File: src/rtl/IsaPkg.sv
`default_nettype none

package IsaPkg;

    // Data word and register index
    typedef logic [31:0] word_t;
    typedef logic [4:0] regAddr_t;

    // Decoded micro-op opcodes
    typedef enum logic [3:0] {
        OpAdd,
        OpSub,
        OpAnd,
        OpOr,
        OpXor,
        OpSll,
        OpAddi,
        OpLw,
        OpSw
    } opcode_t;

    // One decoded instruction
    typedef struct packed {
        opcode_t op;
        regAddr_t rd;
        regAddr_t rs1;
        regAddr_t rs2;
        word_t imm;
    } MicroOp;

    // Ops whose rd value is known at the end of execute
    function automatic logic isAluOp(opcode_t op);
        return op inside {OpAdd, OpSub, OpAnd, OpOr, OpXor, OpSll, OpAddi};
    endfunction

endpackage

`default_nettype wire

File: src/rtl/IssueStage.sv
`timescale 1ns/10ps
`default_nettype none

module IssueStage (
    input wire clk,
    input wire rst,
    input wire advance,
    input wire inValid,
    input wire IsaPkg::MicroOp inOp,
    output logic inReady,
    output logic exValid,
    output IsaPkg::MicroOp exOp
);

    // Whole pipeline moves together, so the input is open whenever it advances
    assign inReady = advance;

    always_ff @(posedge clk) begin
        if (rst) begin
            exValid <= 1'b0;
        end else if (advance) begin
            // A cycle without input leaves a bubble behind
            exValid <= inValid;
            exOp <= inOp;
        end
    end

    // Upstream only offers opcodes the back end implements
    assert property (@(posedge clk) disable iff (rst)
        inValid |-> inOp.op inside {
            IsaPkg::OpAdd,
            IsaPkg::OpSub,
            IsaPkg::OpAnd,
            IsaPkg::OpOr,
            IsaPkg::OpXor,
            IsaPkg::OpSll,
            IsaPkg::OpAddi,
            IsaPkg::OpLw,
            IsaPkg::OpSw
        })
    else $error("IssueStage: unknown opcode offered on input");

endmodule

`default_nettype wire

File: config.mk
export PLATFORM = sky130hd
export DESIGN_NAME = IssueStage
export DESIGN_NICKNAME = d
export VERILOG_FILES = /design/src/rtl/IsaPkg.sv /design/src/rtl/IssueStage.sv
export SDC_FILE = /design/constraint.sdc
export NUM_CORES = 1
export LEC_CHECK = 0
export BUFFER_PORTS_ARGS = -buffer_cell sky130_fd_sc_hd__buf_2
export CORE_MARGIN = 8
export CORE_UTILIZATION = 36
export DETAILED_ROUTE_END_ITERATION = 7
export PLACE_DENSITY = 0.74
export SLEW_MARGIN = 30
export SYNTH_ARGS = -nofsm -noshare
export SYNTH_HDL_FRONTEND = slang
export SYNTH_SLANG_ARGS = --single-unit
File: constraint.sdc
create_clock -name clk -period 3.2 [get_ports clk]
set_input_delay 0.32 -clock clk [delete_from_list [all_inputs] [get_ports clk]]
set_output_delay 0.32 -clock clk [all_outputs]
set_load 0.005 [all_outputs]
### Yosys cells after proc, flatten, opt, wreduce, memory -nomap -nowiden

Cells that the tools add are included.
W data, S select, Z words.

| operators by class | value |
|---|---|
| reductions and logical operators | 1 |
| bitwise gates (word level) | 1 |

Operators with widths:

| kind | number |
|---|---|
| $reduce_and A2 Y1 | 1 |
| $not A1 Y1 | 1 |

| storage, ports and cells | value |
|---|---|
| register bits after elaboration | 52 |
| word-level logic and storage cells | 8 |
| input port bits | 55 |
| output and inout port bits | 53 |

### Logic depth before layout (Yosys ltp)

| logic depth | value |
|---|---|
| depth in word-level cells | 2 |
| mapped depth | 2 |
| mapped depth without buffers | 2 |

### Worst setup path before layout

No wires, ideal clock.

| timing | value |
|---|---|
| kind | input to register |
| start | input rst |
| end | register exOp[0] in the netlist's numbering (enable) |
| arrival | 2609 ps |
| required time | 2733 ps |
| path buffers | 0 |
| library setup time | 467 ps |
| path slack | 124 ps |
| stages | 1 |
| path through | nor2b_1 |

| between the ends | value |
|---|---|
| cells in the longest elaborated chain, start to end | 2 |

RTL lines:

| item | RTL line | text |
|---|---|---|
| start: declaration | IssueStage.sv:6 | `input wire rst,` |
| $not A1 Y1 (no line) | n/a |  |
| $reduce_and A2 Y1 (no line) | n/a |  |
| end signal: assignment | IssueStage.sv:24 | `exOp <= inOp;` |
| end: declaration | IssueStage.sv:12 | `output IsaPkg::MicroOp exOp` |

Every way passes these cells.
A chain may end at the register's enable or synchronous reset.

### Final worst setup path

| timing | value |
|---|---|
| start | input advance |
| end | register exOp[14] in the netlist's numbering (enable) |

| between the ends | value |
|---|---|
| cells in the longest elaborated chain, start to end | 1 |

RTL lines:

| item | RTL line | text |
|---|---|---|
| start: declaration | IssueStage.sv:7 | `input wire advance,` |
| $reduce_and A2 Y1 (no line) | n/a |  |

Every way passes these cells.

==> run_results.csv <==
group,metric,value,unit
cts,tritoncts,"done",
timing,clock.fmax,876,MHz
timing,worstMarginPinSlew,609,ps
timing,finalWorstPathRequiredPeriod,1140,ps
power_and_ir_drop,power.switching,0.000250,W
power_and_ir_drop,fin_total_pwr,0.00125,W
drt,avgRoutedWirePerCell,16.4,um
hold_path,timing.hold.worst.class,"primary input to flip-flop",
cts,clock-root-buffer,"sky130_fd_sc_hd__clkbuf_8",
placement,placed_cells,215,
final_layout,finalNonFillerCells,223,
floorplanning,placement_rows,24,
placement,globalplace.congestion,0.650,
logic_synthesis,synth.net_count,111,
floorplanning,initial_utilization,0.368,
final_layout,antenna-diode-count,0,
cts,cts_buffers,5,
power_and_ir_drop,vdd_ir_drop_max,0.228,mV
power_and_ir_drop,internal-power,0.00100,W
power_and_ir_drop,share_of_power_burned_in_combinational_logic,0.078,
logic_synthesis,syn_area_per_cell,28.2,sq um
final_layout,synthToLayoutAreaGrowth,43.8,%
cts,h-tree-depth,2,
setup_path,crit_path_cell_chain,"buf_2 > nor2b_4 > buf_4",
setup_path,critical_path.max_stage_delay,510,ps
global_routing,grt_overflow,0,
drt,route.detailed.drc,0,
drt,detail_route.iter0.violations,98,
timing,grt_setup_unrepaired,"false",
timing,drv_slew,0,
setup_path,critical_path.slowest_cell,"sky130_fd_sc_hd__buf_4",
power_and_ir_drop,p_leak,0.968,nW
drt,vias,937,
timing,final_min_period_over_clock_period,0.357,
global_routing,grt_first_pass_wirelength,5180,um
setup_path,regToRegSetupSlack,2620,ps
cts,postCtsHoldBufs,0,
drt,wl,3650,um
global_routing,number_of_global_route_vias_before_repair,990,
final_layout,n_fill_cell,361,
final_layout,layout-drive-gt1-share,0.673,
floorplanning,top_level_ports,108,
power_and_ir_drop,netSwitchingFraction,0.200,
logic_synthesis,post_synth_inst_count,56,
setup_path,arrival_worst_endpoint,1080,ps
cts,clock_insertion_delay_worst_skew,290,ps
setup_path,endpoint_kind,"flip-flop",
setup_path,worstSetupPathType,"primary input to flip-flop",
cts,cts_repair_resize_count,0,
power_and_ir_drop,pwr-share-seq,0.645,
logic_synthesis,netlist_top_cells_area,"sky130_fd_sc_hd__edfxtp_1, sky130_fd_sc_hd__dfxtp_1, sky130_fd_sc_hd__mux2i_1",
logic_synthesis,yosysTopAreaCellShare,0.970,
drt,route.antenna.remaining_nets,0,
drt,drt_pre_antenna_iters,4,
global_routing,global_route.usage.total,0.106,
logic_synthesis,synth-seq-area-share,0.983,
setup_path,cp_data_required_time,3130,ps
hold_path,whs_path_depth,1,
cts,clk_transition_reported_paths,90,ps
floorplanning,die_y,82.2,um
final_layout,final_common_cell,"sky130_fd_sc_hd__buf_2",
cts,cts_max_path_buffers,2,
cts,numClockSinks,52,
placement,io_buffers,107,
flow_run,cap_violations,0,
floorplanning,design.die.area,6760,sq um
floorplanning,die_x,82.2,um
power_and_ir_drop,power.clock.fraction,0.277,
logic_synthesis,synth.ff_latch_count,52,
floorplanning,design.core.area,4290,sq um
logic_synthesis,netlist.top_cell.by_area,"sky130_fd_sc_hd__edfxtp_1",
timing,final_hold_viol_count,0,
global_routing,pin_count_of_the_biggest_net_entering_global_routing,52,
final_layout,finish.net_count,225,
cts,post_cts_buffers,0,
setup_path,crit_fanout,51,
final_layout,most-common-layout-cells,"sky130_fd_sc_hd__buf_2, sky130_fd_sc_hd__edfxtp_1, sky130_fd_sc_hd__clkbuf_8",
global_routing,antenna_violations_before_repair,0,
placement,detailedPlace.worstSlack,1720,ps
setup_path,worst-r2r-cell-count,2,
logic_synthesis,synth_cell_types,6,
timing,maxSlewHeadroom,0.594,
logic_synthesis,yosys_warnings,0,
timing,tns,0,ps
drt,routed_via_density,4.20,
logic_synthesis,synthesis.area,1580,sq um
timing,post-route-worst-setup-slack,2060,ps
setup_path,worst_setup_path_start_kind,"primary input",
timing,final.setup_skew,0,ps
status,result_of_the_run,"completed",
power_and_ir_drop,power_per_cell_area,551,nW/um^2
timing,timing.hold.ws,195,ps
timing,final_number_of_setup_violating_endpoints,0,
## cells by family (layout without fill, tap and decap cells)
group / Yosys count / after routing / synth area share
multiplexers: 1 / 1 / 0.00634
AND/OR/NAND/NOR: 2 / 2 / 0.00634
buffers and inverters: 1 / 116 / 0.00476
flip-flops: 52 / 52 / 0.983
## cells in the mapped netlist
| cell type | n |
|---|---|
| sky130_fd_sc_hd__edfxtp_1 | 51 |
| sky130_fd_sc_hd__nor2b_1 | 1 |
| sky130_fd_sc_hd__mux2i_1 | 1 |
| sky130_fd_sc_hd__nor2_1 | 1 |
| sky130_fd_sc_hd__buf_4 | 1 |
| sky130_fd_sc_hd__dfxtp_1 | 1 |
## stage by stage
step	cell area (sq um)	utilization
final	2270	0.529
after CTS	2270	0.529
after global placement	2190	0.509
after global routing	2270	0.529
after detailed placement	2190	0.509
after floorplan	1580	-
## sequential cells by signal (all words and copies together) (netlist names)
name	count
exOp	51
exValid	1
## final timing paths
kind | from | endpoint
setup reg to reg | exValid$_SDFFE_PP0P_ | exValid$_SDFFE_PP0P_
setup / recovery | advance | exOp[14]$_DFFE_PP_
hold / removal | inOp[4] | exOp[4]$_DFFE_PP_
hold reg to reg | exValid$_SDFFE_PP0P_ | exValid$_SDFFE_PP0P_
## routing by layer
layer	global-route usage	wire, um
met5	0	0
met4	0.0421	40
met3	0.0552	564
met2	0.175	1890
met1	0.111	1160
## power groups by stage
stage | logic, W | registers [W] | clock network, W
4_1_cts | 0.000102 | 0.000808 | 0.000363
6_report | 0.0000981 | 0.000807 | 0.000347
2_1_floorplan | 0.0000112 | 0.000833 | 0
3_5_place_dp | 0.000102 | 0.000824 | 0
5_1_grt | 0.000109 | 0.000813 | 0.000387
3_3_place_gp | 0.0000981 | 0.000821 | 0
## area by class of cell
class,count,area (sq um),share of cell area
flip-flops and latches,52,1550,0.683
repair buffers,108,543,0.239
clock buffers,6,72.6,0.0320
well taps,52,65.1,0.0287
multi-input cells,3,27.5,0.0121
clock inverters,2,11.3,0.00496
## worst max-delay path: cells and delay by family
kind | cells | cell delay [ps]
and+or+nand+nor | 1 | 130
buffers and inverters | 2 | 620
Power figures use the tool's default switching activity.
