File: src/rtl/IsaPkg.sv
`default_nettype none

package IsaPkg;

    // Data word and register index
    typedef logic [31:0] word_t;
    typedef logic [4:0] regAddr_t;

    // Decoded micro-op opcodes
    typedef enum logic [3:0] {
        OpAdd,
        OpSub,
        OpAnd,
        OpOr,
        OpXor,
        OpSll,
        OpAddi,
        OpLw,
        OpSw
    } opcode_t;

    // One decoded instruction
    typedef struct packed {
        opcode_t op;
        regAddr_t rd;
        regAddr_t rs1;
        regAddr_t rs2;
        word_t imm;
    } MicroOp;

    // Ops whose rd value is known at the end of execute
    function automatic logic isAluOp(opcode_t op);
        return op inside {OpAdd, OpSub, OpAnd, OpOr, OpXor, OpSll, OpAddi};
    endfunction

endpackage

`default_nettype wire

File: src/rtl/PipelinePkg.sv
`default_nettype none

package PipelinePkg;

    // One in-flight result visible to the bypass CAM
    typedef struct packed {
        logic valid;
        IsaPkg::regAddr_t addr;
        IsaPkg::word_t value;
    } BypassEntry;

    // Execute-to-memory register
    typedef struct packed {
        logic valid;
        IsaPkg::opcode_t op;
        IsaPkg::regAddr_t rd;
        IsaPkg::word_t result;     // ALU result, or byte address for lw/sw
        IsaPkg::word_t storeData;
    } MemStageReg;

    // What leaves the retire port
    typedef struct packed {
        logic regWrite;
        IsaPkg::regAddr_t rd;
        IsaPkg::word_t value;
    } RetireRecord;

endpackage

`default_nettype wire

File: src/rtl/BypassNetwork.sv
`timescale 1ns/10ps
`default_nettype none

module BypassNetwork #(
    parameter int BypassDepth = 2
) (
    input wire clk,
    input wire rst,
    input wire stall,
    input wire IsaPkg::regAddr_t readAddr1,
    input wire IsaPkg::regAddr_t readAddr2,
    input wire IsaPkg::word_t regValue1,
    input wire IsaPkg::word_t regValue2,
    output IsaPkg::word_t operand1,
    output IsaPkg::word_t operand2,
    input wire writeEnable,
    input wire IsaPkg::regAddr_t writeAddr,
    input wire IsaPkg::word_t writeValue,
    input wire loadWriteEnable,
    input wire IsaPkg::regAddr_t loadWriteAddr,
    input wire IsaPkg::word_t loadWriteValue
);

    // Entry 0 is one op ahead of execute, entry 1 two ops ahead
    PipelinePkg::BypassEntry entries [BypassDepth];
    PipelinePkg::BypassEntry execEntry;
    PipelinePkg::BypassEntry loadEntry;

    assign execEntry = '{valid: writeEnable, addr: writeAddr, value: writeValue};
    assign loadEntry = '{valid: loadWriteEnable, addr: loadWriteAddr, value: loadWriteValue};

    // x0 first, then the load port, then the youngest matching entry
    function automatic IsaPkg::word_t lookup(IsaPkg::regAddr_t addr,
                                             IsaPkg::word_t regValue);
        IsaPkg::word_t value;
        value = regValue;
        // Walk oldest to youngest so the lowest hit overrides
        for (int j = BypassDepth - 1; j >= 0; j--) begin
            if (entries[j].valid && entries[j].addr == addr) begin
                value = entries[j].value;
            end
        end
        if (loadWriteEnable && loadWriteAddr == addr) begin
            value = loadWriteValue;
        end
        if (addr == '0) begin
            value = '0;
        end
        return value;
    endfunction

    always_comb begin
        operand1 = lookup(readAddr1, regValue1);
    end

    always_comb begin
        operand2 = lookup(readAddr2, regValue2);
    end

    always_ff @(posedge clk) begin
        if (rst) begin
            for (int i = 0; i < BypassDepth; i++) begin
                entries[i] <= '0;
            end
        end else if (!stall) begin
            entries[0] <= execEntry;
            // A load result joins the pipeline late, in place of its empty slot
            if (loadWriteEnable) begin
                entries[1] <= loadEntry;
            end else begin
                entries[1] <= entries[0];
            end
            for (int i = 2; i < BypassDepth; i++) begin
                entries[i] <= entries[i-1];
            end
        end
    end

endmodule

`default_nettype wire

File: src/rtl/ExecuteStage.sv
`timescale 1ns/10ps
`default_nettype none

module ExecuteStage #(
    parameter int BypassDepth = 2
) (
    input wire clk,
    input wire rst,
    input wire advance,
    input wire exValid,
    input wire IsaPkg::MicroOp exOp,
    output IsaPkg::regAddr_t regAddr1,
    output IsaPkg::regAddr_t regAddr2,
    input wire IsaPkg::word_t regValue1,
    input wire IsaPkg::word_t regValue2,
    input wire loadWriteEnable,
    input wire IsaPkg::regAddr_t loadWriteAddr,
    input wire IsaPkg::word_t loadWriteValue,
    output PipelinePkg::MemStageReg memReg
);

    IsaPkg::word_t operand1;
    IsaPkg::word_t operand2;
    IsaPkg::word_t aluResult;
    logic bypassWrite;
    PipelinePkg::MemStageReg memNext;

    assign regAddr1 = exOp.rs1;
    assign regAddr2 = exOp.rs2;

    // Loads forward later through the load port, stores produce nothing
    assign bypassWrite = exValid && IsaPkg::isAluOp(exOp.op) && exOp.rd != '0;

    BypassNetwork #(
        .BypassDepth(BypassDepth)
    ) bypass (
        .clk(clk),
        .rst(rst),
        .stall(!advance),
        .readAddr1(exOp.rs1),
        .readAddr2(exOp.rs2),
        .regValue1(regValue1),
        .regValue2(regValue2),
        .operand1(operand1),
        .operand2(operand2),
        .writeEnable(bypassWrite),
        .writeAddr(exOp.rd),
        .writeValue(aluResult),
        .loadWriteEnable(loadWriteEnable),
        .loadWriteAddr(loadWriteAddr),
        .loadWriteValue(loadWriteValue)
    );

    always_comb begin
        unique case (exOp.op)
            IsaPkg::OpAdd: aluResult = operand1 + operand2;
            IsaPkg::OpSub: aluResult = operand1 - operand2;
            IsaPkg::OpAnd: aluResult = operand1 & operand2;
            IsaPkg::OpOr:  aluResult = operand1 | operand2;
            IsaPkg::OpXor: aluResult = operand1 ^ operand2;
            IsaPkg::OpSll: aluResult = operand1 << operand2[4:0];
            // addi and the lw/sw address
            default:       aluResult = operand1 + exOp.imm;
        endcase
    end

    always_comb begin
        memNext.valid = exValid;
        memNext.op = exOp.op;
        memNext.rd = exOp.rd;
        memNext.result = aluResult;
        memNext.storeData = operand2;
    end

    always_ff @(posedge clk) begin
        if (rst) begin
            memReg.valid <= 1'b0;
        end else if (advance) begin
            memReg <= memNext;
        end
    end

endmodule

`default_nettype wire

File: config.mk
export PLATFORM = sky130hd
export DESIGN_NAME = ExecuteStage
export DESIGN_NICKNAME = d
export VERILOG_FILES = /design/src/rtl/IsaPkg.sv /design/src/rtl/PipelinePkg.sv /design/src/rtl/BypassNetwork.sv /design/src/rtl/ExecuteStage.sv
export SDC_FILE = /design/constraint.sdc
export NUM_CORES = 1
export LEC_CHECK = 0
export BUFFER_PORTS_ARGS = -buffer_cell sky130_fd_sc_hd__buf_2
export CORE_ASPECT_RATIO = 1.1
export CORE_MARGIN = 4
export CORE_UTILIZATION = 50
export DETAILED_ROUTE_END_ITERATION = 7
export PLACE_DENSITY = 0.72
export SYNTH_ARGS = -nofsm -noshare
export SYNTH_HDL_FRONTEND = slang
export SYNTH_HIERARCHICAL = 1
export SYNTH_SLANG_ARGS = --single-unit
export TNS_END_PERCENT = 100
File: constraint.sdc
create_clock -name clk -period 7.3 [get_ports clk]
set_input_delay 0.365 -clock clk [delete_from_list [all_inputs] [get_ports clk]]
set_output_delay 0.365 -clock clk [all_outputs]
set_load 0.005 [all_outputs]
After elaboration in Yosys (flattened, before gate mapping)
Memory sizes are Yosys's and may differ from the RTL's.
Index checks and enable logic that the tools add are counted.
Widths: inputs -> output; s select.
Operators by class
  $add $sub $neg: 3
  shifts and indexed selects: 1
  $lt $le $gt $ge: 0
  bitwise gates (word level): 7
  muxes and demuxes: 25
  divide/modulo/power cells: 0
  reductions and logical operators: 14
  multiply operators: 0
  equality and inequality tests: 12
Operators by type and width (count)
  $mux 32: 8
  $pmux 32 s6: 1
  $mux 38: 3
  $add 32x32->32: 2
  $and 32x32->32: 1
  $or 32x32->32: 1
  $shl 32x5->32: 1
  $sub 32x32->32: 1
  $xor 32x32->32: 1
  $eq 5x5->1: 6
  $mux 1: 13
  $eq 4x3->1 const B: 3
  $logic_not 5->1: 2
  $eq 4x2->1 const B: 2
  $logic_and 1x1->1: 8
  $reduce_bool 7->1: 1
  $reduce_bool 5->1: 1
  $eq 4x1->1 const B: 1
  $logic_not 4->1: 1
  $or 1x1->1: 3
  $reduce_and 2->1: 1
  $not 1->1: 1
Storage, ports and cells
  memory bits (read-only): 0
  RAM bits: 76
  register bits: 74
  output and inout port bits: 84
  input port bits: 157
  memories kept: 1
  latch bits: 0
  logic and storage cells: 68
Memories
  bypass.entries: depth 2, width 38, read ports 2, clocked after Yosys merged registers in 0, wr ports 2, line BypassNetwork.sv:25  | PipelinePkg::BypassEntry entries [BypassDepth];

Logic depth before layout (Yosys ltp)
Gate-level depths: netlist (run 1).
  word-level depth: 9
  gate-level depth with buffers: 28
  depth with buffers taken out: 24

By module
The synthesis (run 1) kept the hierarchy.
By module, submodules not included
  ExecuteStage: area an instance 8844.7 µm², times used 1, cells an instance 1050, sequential area each 2212.1 µm²
  BypassNetwork: area an instance 5546.6 µm², times used 1, cells an instance 599, sequential area each 2282.2 µm²

Worst setup path after synthesis (run 1)
OpenSTA, ideal clock, no wires.
  kind: register to register
  from: mem bypass/entries[0][33] (netlist name)
  to: mem bypass/entries[0][30] (netlist name) (data pin)
  data arrival time: 5.465 ns
  path buffers: 3
  data required time: 7.045 ns
  library setup time: 0.255 ns
  clock period less this slack: 5.719 ns
  cell stages (with the launch flop): 27
  slack: 1.581 ns
  path through: edfxtp_1 -> xor2_1 -> nor4_2 -> nand3_1 -> buf_2 -> o221ai_1 -> a31oi_1 -> clkbuf_1 -> inv_2 -> clkbuf_1 -> ha_1 -> inv_1 -> nor3_1 -> and2_1 -> a31oi_1 -> xnor2_1 -> a21oi_1 -> ha_1 -> a21o_1 -> a21oi_1 -> o21ai_0 -> or3_1 -> o21ai_1 -> a211oi_1 -> o2111a_1 -> a311o_1 -> and2_1
RTL lines (line)
  from (decl): BypassNetwork.sv:25

==> results of run 1 <==
==> where the power goes <==
part           switching (mW)  total (mW)  leakage (nW)  internal, mW
clock network           0.369       0.902         0.271         0.533
logic                   0.689        1.10          5.02         0.410
registers              0.0371        1.09          1.54          1.05
==> metal layers <==
metal / part of all wire, % / global-route usage (%)
met5: 0 / 0
met4: 3.5 / 11.14
met3: 11 / 6.797
met2: 45 / 52.12
met1: 41 / 45.42
==> flip-flops by register name, summed over array words and instances (netlist names) <==
name and cells:
bypass/entries 76, memReg 74
==> layout make-up <==
type                       instances  area (um2)
multi-input combinational       1295        9070
clock buffer                      18       429.2
sequential                       150        4494
tap                              363       454.2
clock inverter                    13       153.9
fill                            2520       11640
inverter                          78       292.8
timing repair buffer             289        1569
==> synth_stat cells, drive strengths merged (21+ instances only) <==
cell type,count,area [um2]
o221ai,73,639.4
a221oi,21,183.9
a21oi,136,680.7
xnor2,58,508.0
clkbuf,79,296.5
mux2i,68,680.7
inv,75,281.5
buf,47,334.1
nor3,35,185.2
nand2,158,593.1
o21ai,143,715.7
and2,41,256.5
xor2,44,385.4
nand3,31,155.2
nand2b,41,256.5
nor2,112,420.4
edfxtp,149,4474
a31oi,47,294.0
ha,98,1226
==> stage by stage <==
stage                     total power, mW  hold slack [ns]  util, %  setup WS [ns]  std cells
after floorplan                     1.772           0.4374        -          1.581       1649
final                               3.087           0.1299    58.57         0.5433       2206
after CTS                           3.061           0.1149    58.56         0.5370       2206
after global routing                3.217           0.1236    58.57        0.09923       2206
after global placement              2.151           0.4703    56.48         0.6361       2175
after detailed placement            2.165           0.4921    56.48         0.4554       2175
==> logic make-up (layout without fill, tap and decap cells) <==
logic type	Yosys count	after routing	share of synthesized area (%)
buffers and inverters	204	398	6.416
XOR/XNOR	102	102	6.208
AND/OR/NAND/NOR	493	493	16.88
multiplexers	92	92	8.094
flip-flops	150	150	31.23
adder cells (fa/ha/maj)	99	99	8.659
AO/OA/AOI/OAI	509	509	22.51
==> repair_timing <==
action,4_1_cts,5_1_grt
gates resized for setup,0,1
endpoints found under the setup margin,0,1
setup buffers,0,0
==> worst max-delay path: cells and delay by family, from the launching register on <==
kind | cells | cell delay [ns]
AND/OR/NAND/NOR | 7 | 2.62
AO/OA/AOI/OAI | 11 | 2.35
flip-flops | 1 | 0.43
XOR/XNOR | 2 | 0.40
adder cells (fa/ha/maj) | 1 | 0.38
buffers and inverters | 1 | 0.32
==> worst min-delay path by stage <==
stage                     startpoint          to  slack [ns]
after global placement    memReg[73]  memReg[73]        0.47
final                       exOp[44]  memReg[66]        0.13
after global routing        exOp[45]  memReg[67]        0.12
after detailed placement  memReg[73]  memReg[73]        0.49
after CTS                   exOp[45]  memReg[67]        0.11
after floorplan                  rst  memReg[73]        0.44
==> impl_metrics.env, run 1 <==
export IMPL_row_count=64
export IMPL_dieHeight_um=185.9
export IMPL_p_leak_nw=6.829
export IMPL_reg2reg_setup_slack_ns=0.54
export IMPL_clockBufferDepth=2
export IMPL_crit_path_max_fanout=21
export IMPL_synthCells=1649
export IMPL_crit_chain="xor2_1, nor4_2, nand3_2, buf_4, o221ai_1, a31oi_1, or4_1, nor3_1, and2_1, a31oi_1, xnor2_1, a21oi_1, ha_1, a21o_1, a21oi_1, o21ai_0, or3_1, o21ai_1, a211oi_1, o2111a_1, a311o_1, and2_1"
export IMPL_numCtsBuffers=17
export IMPL_drive_gt1_share_pct=20.24
export IMPL_drc=0
export IMPL_critPathKind="flip-flop to flip-flop"
export IMPL_tns_ns=0
export IMPL_worstRegToRegCells=22
export IMPL_r2r_start="bypass/entries[0][33]"
export IMPL_routedWlPerCell_um=24.37
export IMPL_cts_hold_fix_buffers=0
export IMPL_dp_hpwl_mm=40.07
export IMPL_cp_slowest_cell="or4_1"
export IMPL_final_common_cell="buf_2"
export IMPL_p_per_area_nw_per_um2=187.5
export IMPL_worstHoldPathType="input pin to flip-flop"
export IMPL_rsz0062_at_grt="false"
export IMPL_period_share_pct=92.56
export IMPL_startpoint="bypass/entries[0][33]"
export IMPL_slew_headroom_pct=25.14
export IMPL_htreeDepth=4
export IMPL_finalNetCount=2087
export IMPL_synth_top_flop_cell="edfxtp_1"
export IMPL_placed_cell_area_um2=15880
export IMPL_slowest_delay_ns=0.69
export IMPL_finClkSkew_ns=0.01404
export IMPL_synth_edf_count=149
export IMPL_ys_ff_latch=150
export IMPL_clock_latency_ns=0.44
export IMPL_critPathRequiredTime_ns=7.48
export IMPL_reg2reg_to="bypass/entries[0][30]"
export IMPL_viasPerCell=6.541
export IMPL_hold_violations=0
export IMPL_min_path_cells=1
export IMPL_grt_total_usage_pct=33.01
export IMPL_ys_warn_count=6
export IMPL_maxSlewViolCount=0
export IMPL_fin_crit_ns=6.757
export IMPL_final_area_um2=16460
export IMPL_syn_area_um2=14390
export IMPL_grt_overflow=0
export IMPL_dr_pass1_iters=6
export IMPL_ir_drop_v=0.0001637
export IMPL_setup_viol_count_final=0
export IMPL_drt_wl_total_mm=53.76
export IMPL_cp_endpoint="bypass/entries[0][30]"
export IMPL_die_area_um2=31560
export IMPL_place_congestion=0.9971
export IMPL_cts_tree="built"
export IMPL_core_area_um2=28110
export IMPL_status="finished, final reports clean"
export IMPL_worstMarginPinSlew_ns=1.123
export IMPL_drtIter0Drc=2060
export IMPL_clkTransAtPathRegs_ns=0.06
export IMPL_avgSynthCellArea_um2=8.727
export IMPL_cts_root_buf="clkbuf_16"
export IMPL_drtAntennaViolNets=0
export IMPL_grt_pass1_vias=13560
export IMPL_layout_common_cells="buf_2 (240), nand2_1 (158), edfxtp_1 (149)"
export IMPL_yosysSeqAreaShare_pct=31.23
export IMPL_syn_nets=1905
export IMPL_grt_pass1_wl_mm=80.14
export IMPL_ys_async_sr_fraction_pct=0
export IMPL_drv_cap=0
export IMPL_antenna_found_initial=1
export IMPL_synth_cell_types=75
export IMPL_end_kind="flip-flop"
export IMPL_syn_to_final_growth_pct=14.40
export IMPL_arrival_ns=6.94
export IMPL_io_buffers=240
export IMPL_grt_max_degree=69
export IMPL_initial_utilization_pct=51.20
export IMPL_fmax_mhz=148.0
export IMPL_n_antenna_cell=0
export IMPL_pin_count=241
export IMPL_startpoint_type="flip-flop"
export IMPL_vias=14430
export IMPL_cts_sinks=150
export IMPL_die_width_um=169.8
Note: power is estimated with default switching activity, not from simulation.
==> run 2: changes to the inputs <==
CTS_BUF_LIST = sky130_fd_sc_hd__clkbuf_4   (was not set)
SYNTH_HIERARCHICAL = not set   (was 1)
==> impl_metrics.env, run 2 <==
export IMPL_grt_pass1_vias=13390
export IMPL_ys_ff_latch=150
export IMPL_p_leak_nw=7.418
export IMPL_top_register="bypass.entries"
export IMPL_antenna_found_initial=1
export IMPL_setup_viol_count_final=0
export IMPL_worstHoldPathType="input pin to flip-flop"
export IMPL_reg2reg_to="bypass.entries[0][31]"
export IMPL_initial_utilization_pct=51.08
export IMPL_core_area_um2=28950
export IMPL_r2r_start="bypass.entries[1][32]"
export IMPL_dr_pass1_iters=8
export IMPL_grt_max_degree=57
export IMPL_finalNetCount=2122
export IMPL_drtIter0Drc=1817
export IMPL_drive_gt1_share_pct=22.30
export IMPL_synth_top_cells_by_count="edfxtp_1 (149), mux2i_1 (136), nor2_1 (127), nand2_1 (121), ha_1 (98)"
export IMPL_synth_top_flop_cell="edfxtp_1"
export IMPL_grt_overflow=0
export IMPL_cts_tree="built"
export IMPL_period_share_pct=92.50
export IMPL_syn_nets=1907
export IMPL_routedWlPerCell_um=23.87
export IMPL_ctsResizeCount=0
export IMPL_avgSynthCellArea_um2=8.958
export IMPL_largestRegisters="bypass.entries (76), memReg (74)"
export IMPL_end_kind="flip-flop"
export IMPL_critPathKind="flip-flop to flip-flop"
export IMPL_critPathRequiredTime_ns=7.65
export IMPL_p_per_area_nw_per_um2=171.0
export IMPL_fmax_mhz=148.1
export IMPL_startpoint="bypass.entries[1][32]"
export IMPL_die_area_um2=32400
export IMPL_synth_cell_types=85
export IMPL_synth_top_area_cell="edfxtp_1"
export IMPL_htreeDepth=4
export IMPL_status="finished, final reports clean"
export IMPL_layout_common_cells="buf_2 (240), edfxtp_1 (149), mux2i_1 (136)"
export IMPL_viasPerCell=6.357
export IMPL_drc=0
export IMPL_final_common_cell="buf_2"
export IMPL_io_buffers=240
export IMPL_crit_path_max_fanout=18
export IMPL_drtAntennaViolNets=0
export IMPL_die_width_um=172.0
export IMPL_arrival_ns=7.10
export IMPL_hold_violations=0
export IMPL_syn_to_final_growth_pct=13.55
export IMPL_maxSlewViolCount=0
export IMPL_reg2reg_setup_slack_ns=0.55
export IMPL_clockBufferDepth=2
export IMPL_synth_area_leaders="edfxtp_1 (30%), mux2i_1 (9.2%), ha_1 (8.3%)"
export IMPL_vias=14320
export IMPL_slew_headroom_pct=28.77
export IMPL_nFillCells=2645
export IMPL_holdWs_ns=0.04904
export IMPL_row_count=65
export IMPL_finClkSkew_ns=0.03492
export IMPL_cp_endpoint="bypass.entries[0][31]"
export IMPL_synthCells=1651
export IMPL_dieHeight_um=188.4
export IMPL_grt_pass1_wl_mm=80.17
export IMPL_startpoint_type="flip-flop"
export IMPL_fin_crit_ns=6.752
export IMPL_yosysMostFrequentCell="edfxtp_1"
export IMPL_place_congestion=0.9914
export IMPL_ys_async_sr_fraction_pct=0
export IMPL_cts_sinks=150
export IMPL_pin_count=241
export IMPL_fin_cells=2252
export IMPL_numCtsBuffers=17
export IMPL_largest_register_ffs=76
export IMPL_syn_area_um2=14790
export IMPL_worstMarginPinSlew_ns=1.063
export IMPL_drv_cap=0
export IMPL_place_inst=2209
export IMPL_clock_latency_ns=0.62
export IMPL_dp_hpwl_mm=41.55
export IMPL_grt_total_usage_pct=31.98
export IMPL_drt_wl_total_mm=53.76
export IMPL_yosysTopAreaCellShare_pct=30.25
export IMPL_cts_root_buf="clkbuf_4"
export IMPL_clkTransAtPathRegs_ns=0.14
export IMPL_ir_drop_v=0.00008785
export IMPL_yosysSeqAreaShare_pct=30.39
export IMPL_multi_input_area_um2=9410
export IMPL_seqCellArea_um2=4494
export IMPL_ys_warn_count=0
export IMPL_utilization_pct=58.00
export IMPL_synth_edf_count=149
export IMPL_tns_ns=0
export IMPL_rsz0062_at_grt="false"
export IMPL_worstRegToRegCells=25
[run 2: cell count changes in the layout (fill, tap and decap cells not counted), moves of 27 or more]
cell	previous run	this run
o221ai_1	73	5
nand2b_1	39	5
nand2_1	158	121
o21ai_0	137	79
mux2_2	5	34
mux2i_1	68	136
nand3_1	28	73
a21oi_1	136	74
and3_1	14	41
[run 2: stage by stage]
stage          setup WS (ns)  power, mW  area [um2]
2_1_floorplan          1.326      1.801       14790
3_3_place_gp          0.6549      2.182       16370
3_5_place_dp          0.5645      2.197       16370
4_1_cts               0.6054      2.838       16780
5_1_grt               0.2242      3.005       16780
6_report              0.5477      2.872       16790
[run 2: cells by family (layout without fill, tap and decap cells)]
kind of cell / count (synthesis) / count (layout) / synth area share (%)
AOI/OAI and AO/OA: 389 / 389 / 18.28
buffers and inverters: 195 / 423 / 6.193
muxes: 173 / 173 / 12.05
xor gates and xnor gates: 116 / 116 / 6.870
and+or+nand+nor: 529 / 529 / 17.79
other: 0 / 5 / 0
DFF: 150 / 150 / 30.39
adders and majority gates: 99 / 99 / 8.426
[run 2: final cells by class]
class | instances | area share [%]
diodes | 5 | 0.07451
clock buffers | 19 | 0.8494
clock inverters | 13 | 1.222
inverters | 76 | 1.714
multi-input cells | 1306 | 56.04
flip-flops and latches | 150 | 26.76
well taps | 368 | 2.742
repair buffers | 315 | 10.60
[run 2: critical path: stages (launching register included)]
cell and delay [ns]:
edfxtp_1 0.46, xnor2_1 0.25, nand4_2 0.16, nor2_2 0.29, buf_4 0.35, mux2_2 0.37
a211oi_1 0.46, buf_4 0.24, and4_1 0.27, and2_1 0.24, and2_1 0.24, a21oi_1 0.10
xnor2_1 0.18, nor2_1 0.05, a31oi_1 0.15, ha_1 0.32, a21o_1 0.24, or4_1 0.51
o221ai_1 0.36, o31ai_1 0.20, a41oi_1 0.32, a21oi_1 0.13, xnor2_1 0.15, o21a_1 0.14
o21ai_1 0.17, a21oi_1 0.10
[run 2: report_power, final]
| group | switching (mW) | total, mW | internal [mW] |
|---|---|---|---|
| Combinational | 0.694 | 1.13 | 0.437 |
| Sequential | 0.0433 | 1.09 | 1.05 |
| Clock | 0.338 | 0.650 | 0.312 |
| Total | 1.08 | 2.87 | 1.80 |
[run 2: worst min path at each step]
stage	startpoint	end	slack [ns]	cells after the start
5_1_grt	advance	memReg[73]	0.03	3
3_3_place_gp	memReg[73]	memReg[73]	0.47	2
6_report	advance	memReg[73]	0.05	3
2_1_floorplan	rst	memReg[73]	0.44	1
3_5_place_dp	memReg[73]	memReg[73]	0.48	2
4_1_cts	advance	memReg[73]	0.03	3
[run 2: what timing repair did]
item | 4_1_cts | 5_1_grt
hold buffers | 6 | 0
setup buffers | 0 | 0
hold endpoints to repair | 6 | 0
[run 2: layer usage]
layer	routed length, um	up-vias	global-route usage, %
met5	0	-	0
met4	1389	0	7.288
met3	5704	115	5.728
met2	24100	905	49.61
met1	22570	6793	46.61
li1	-	6503	-
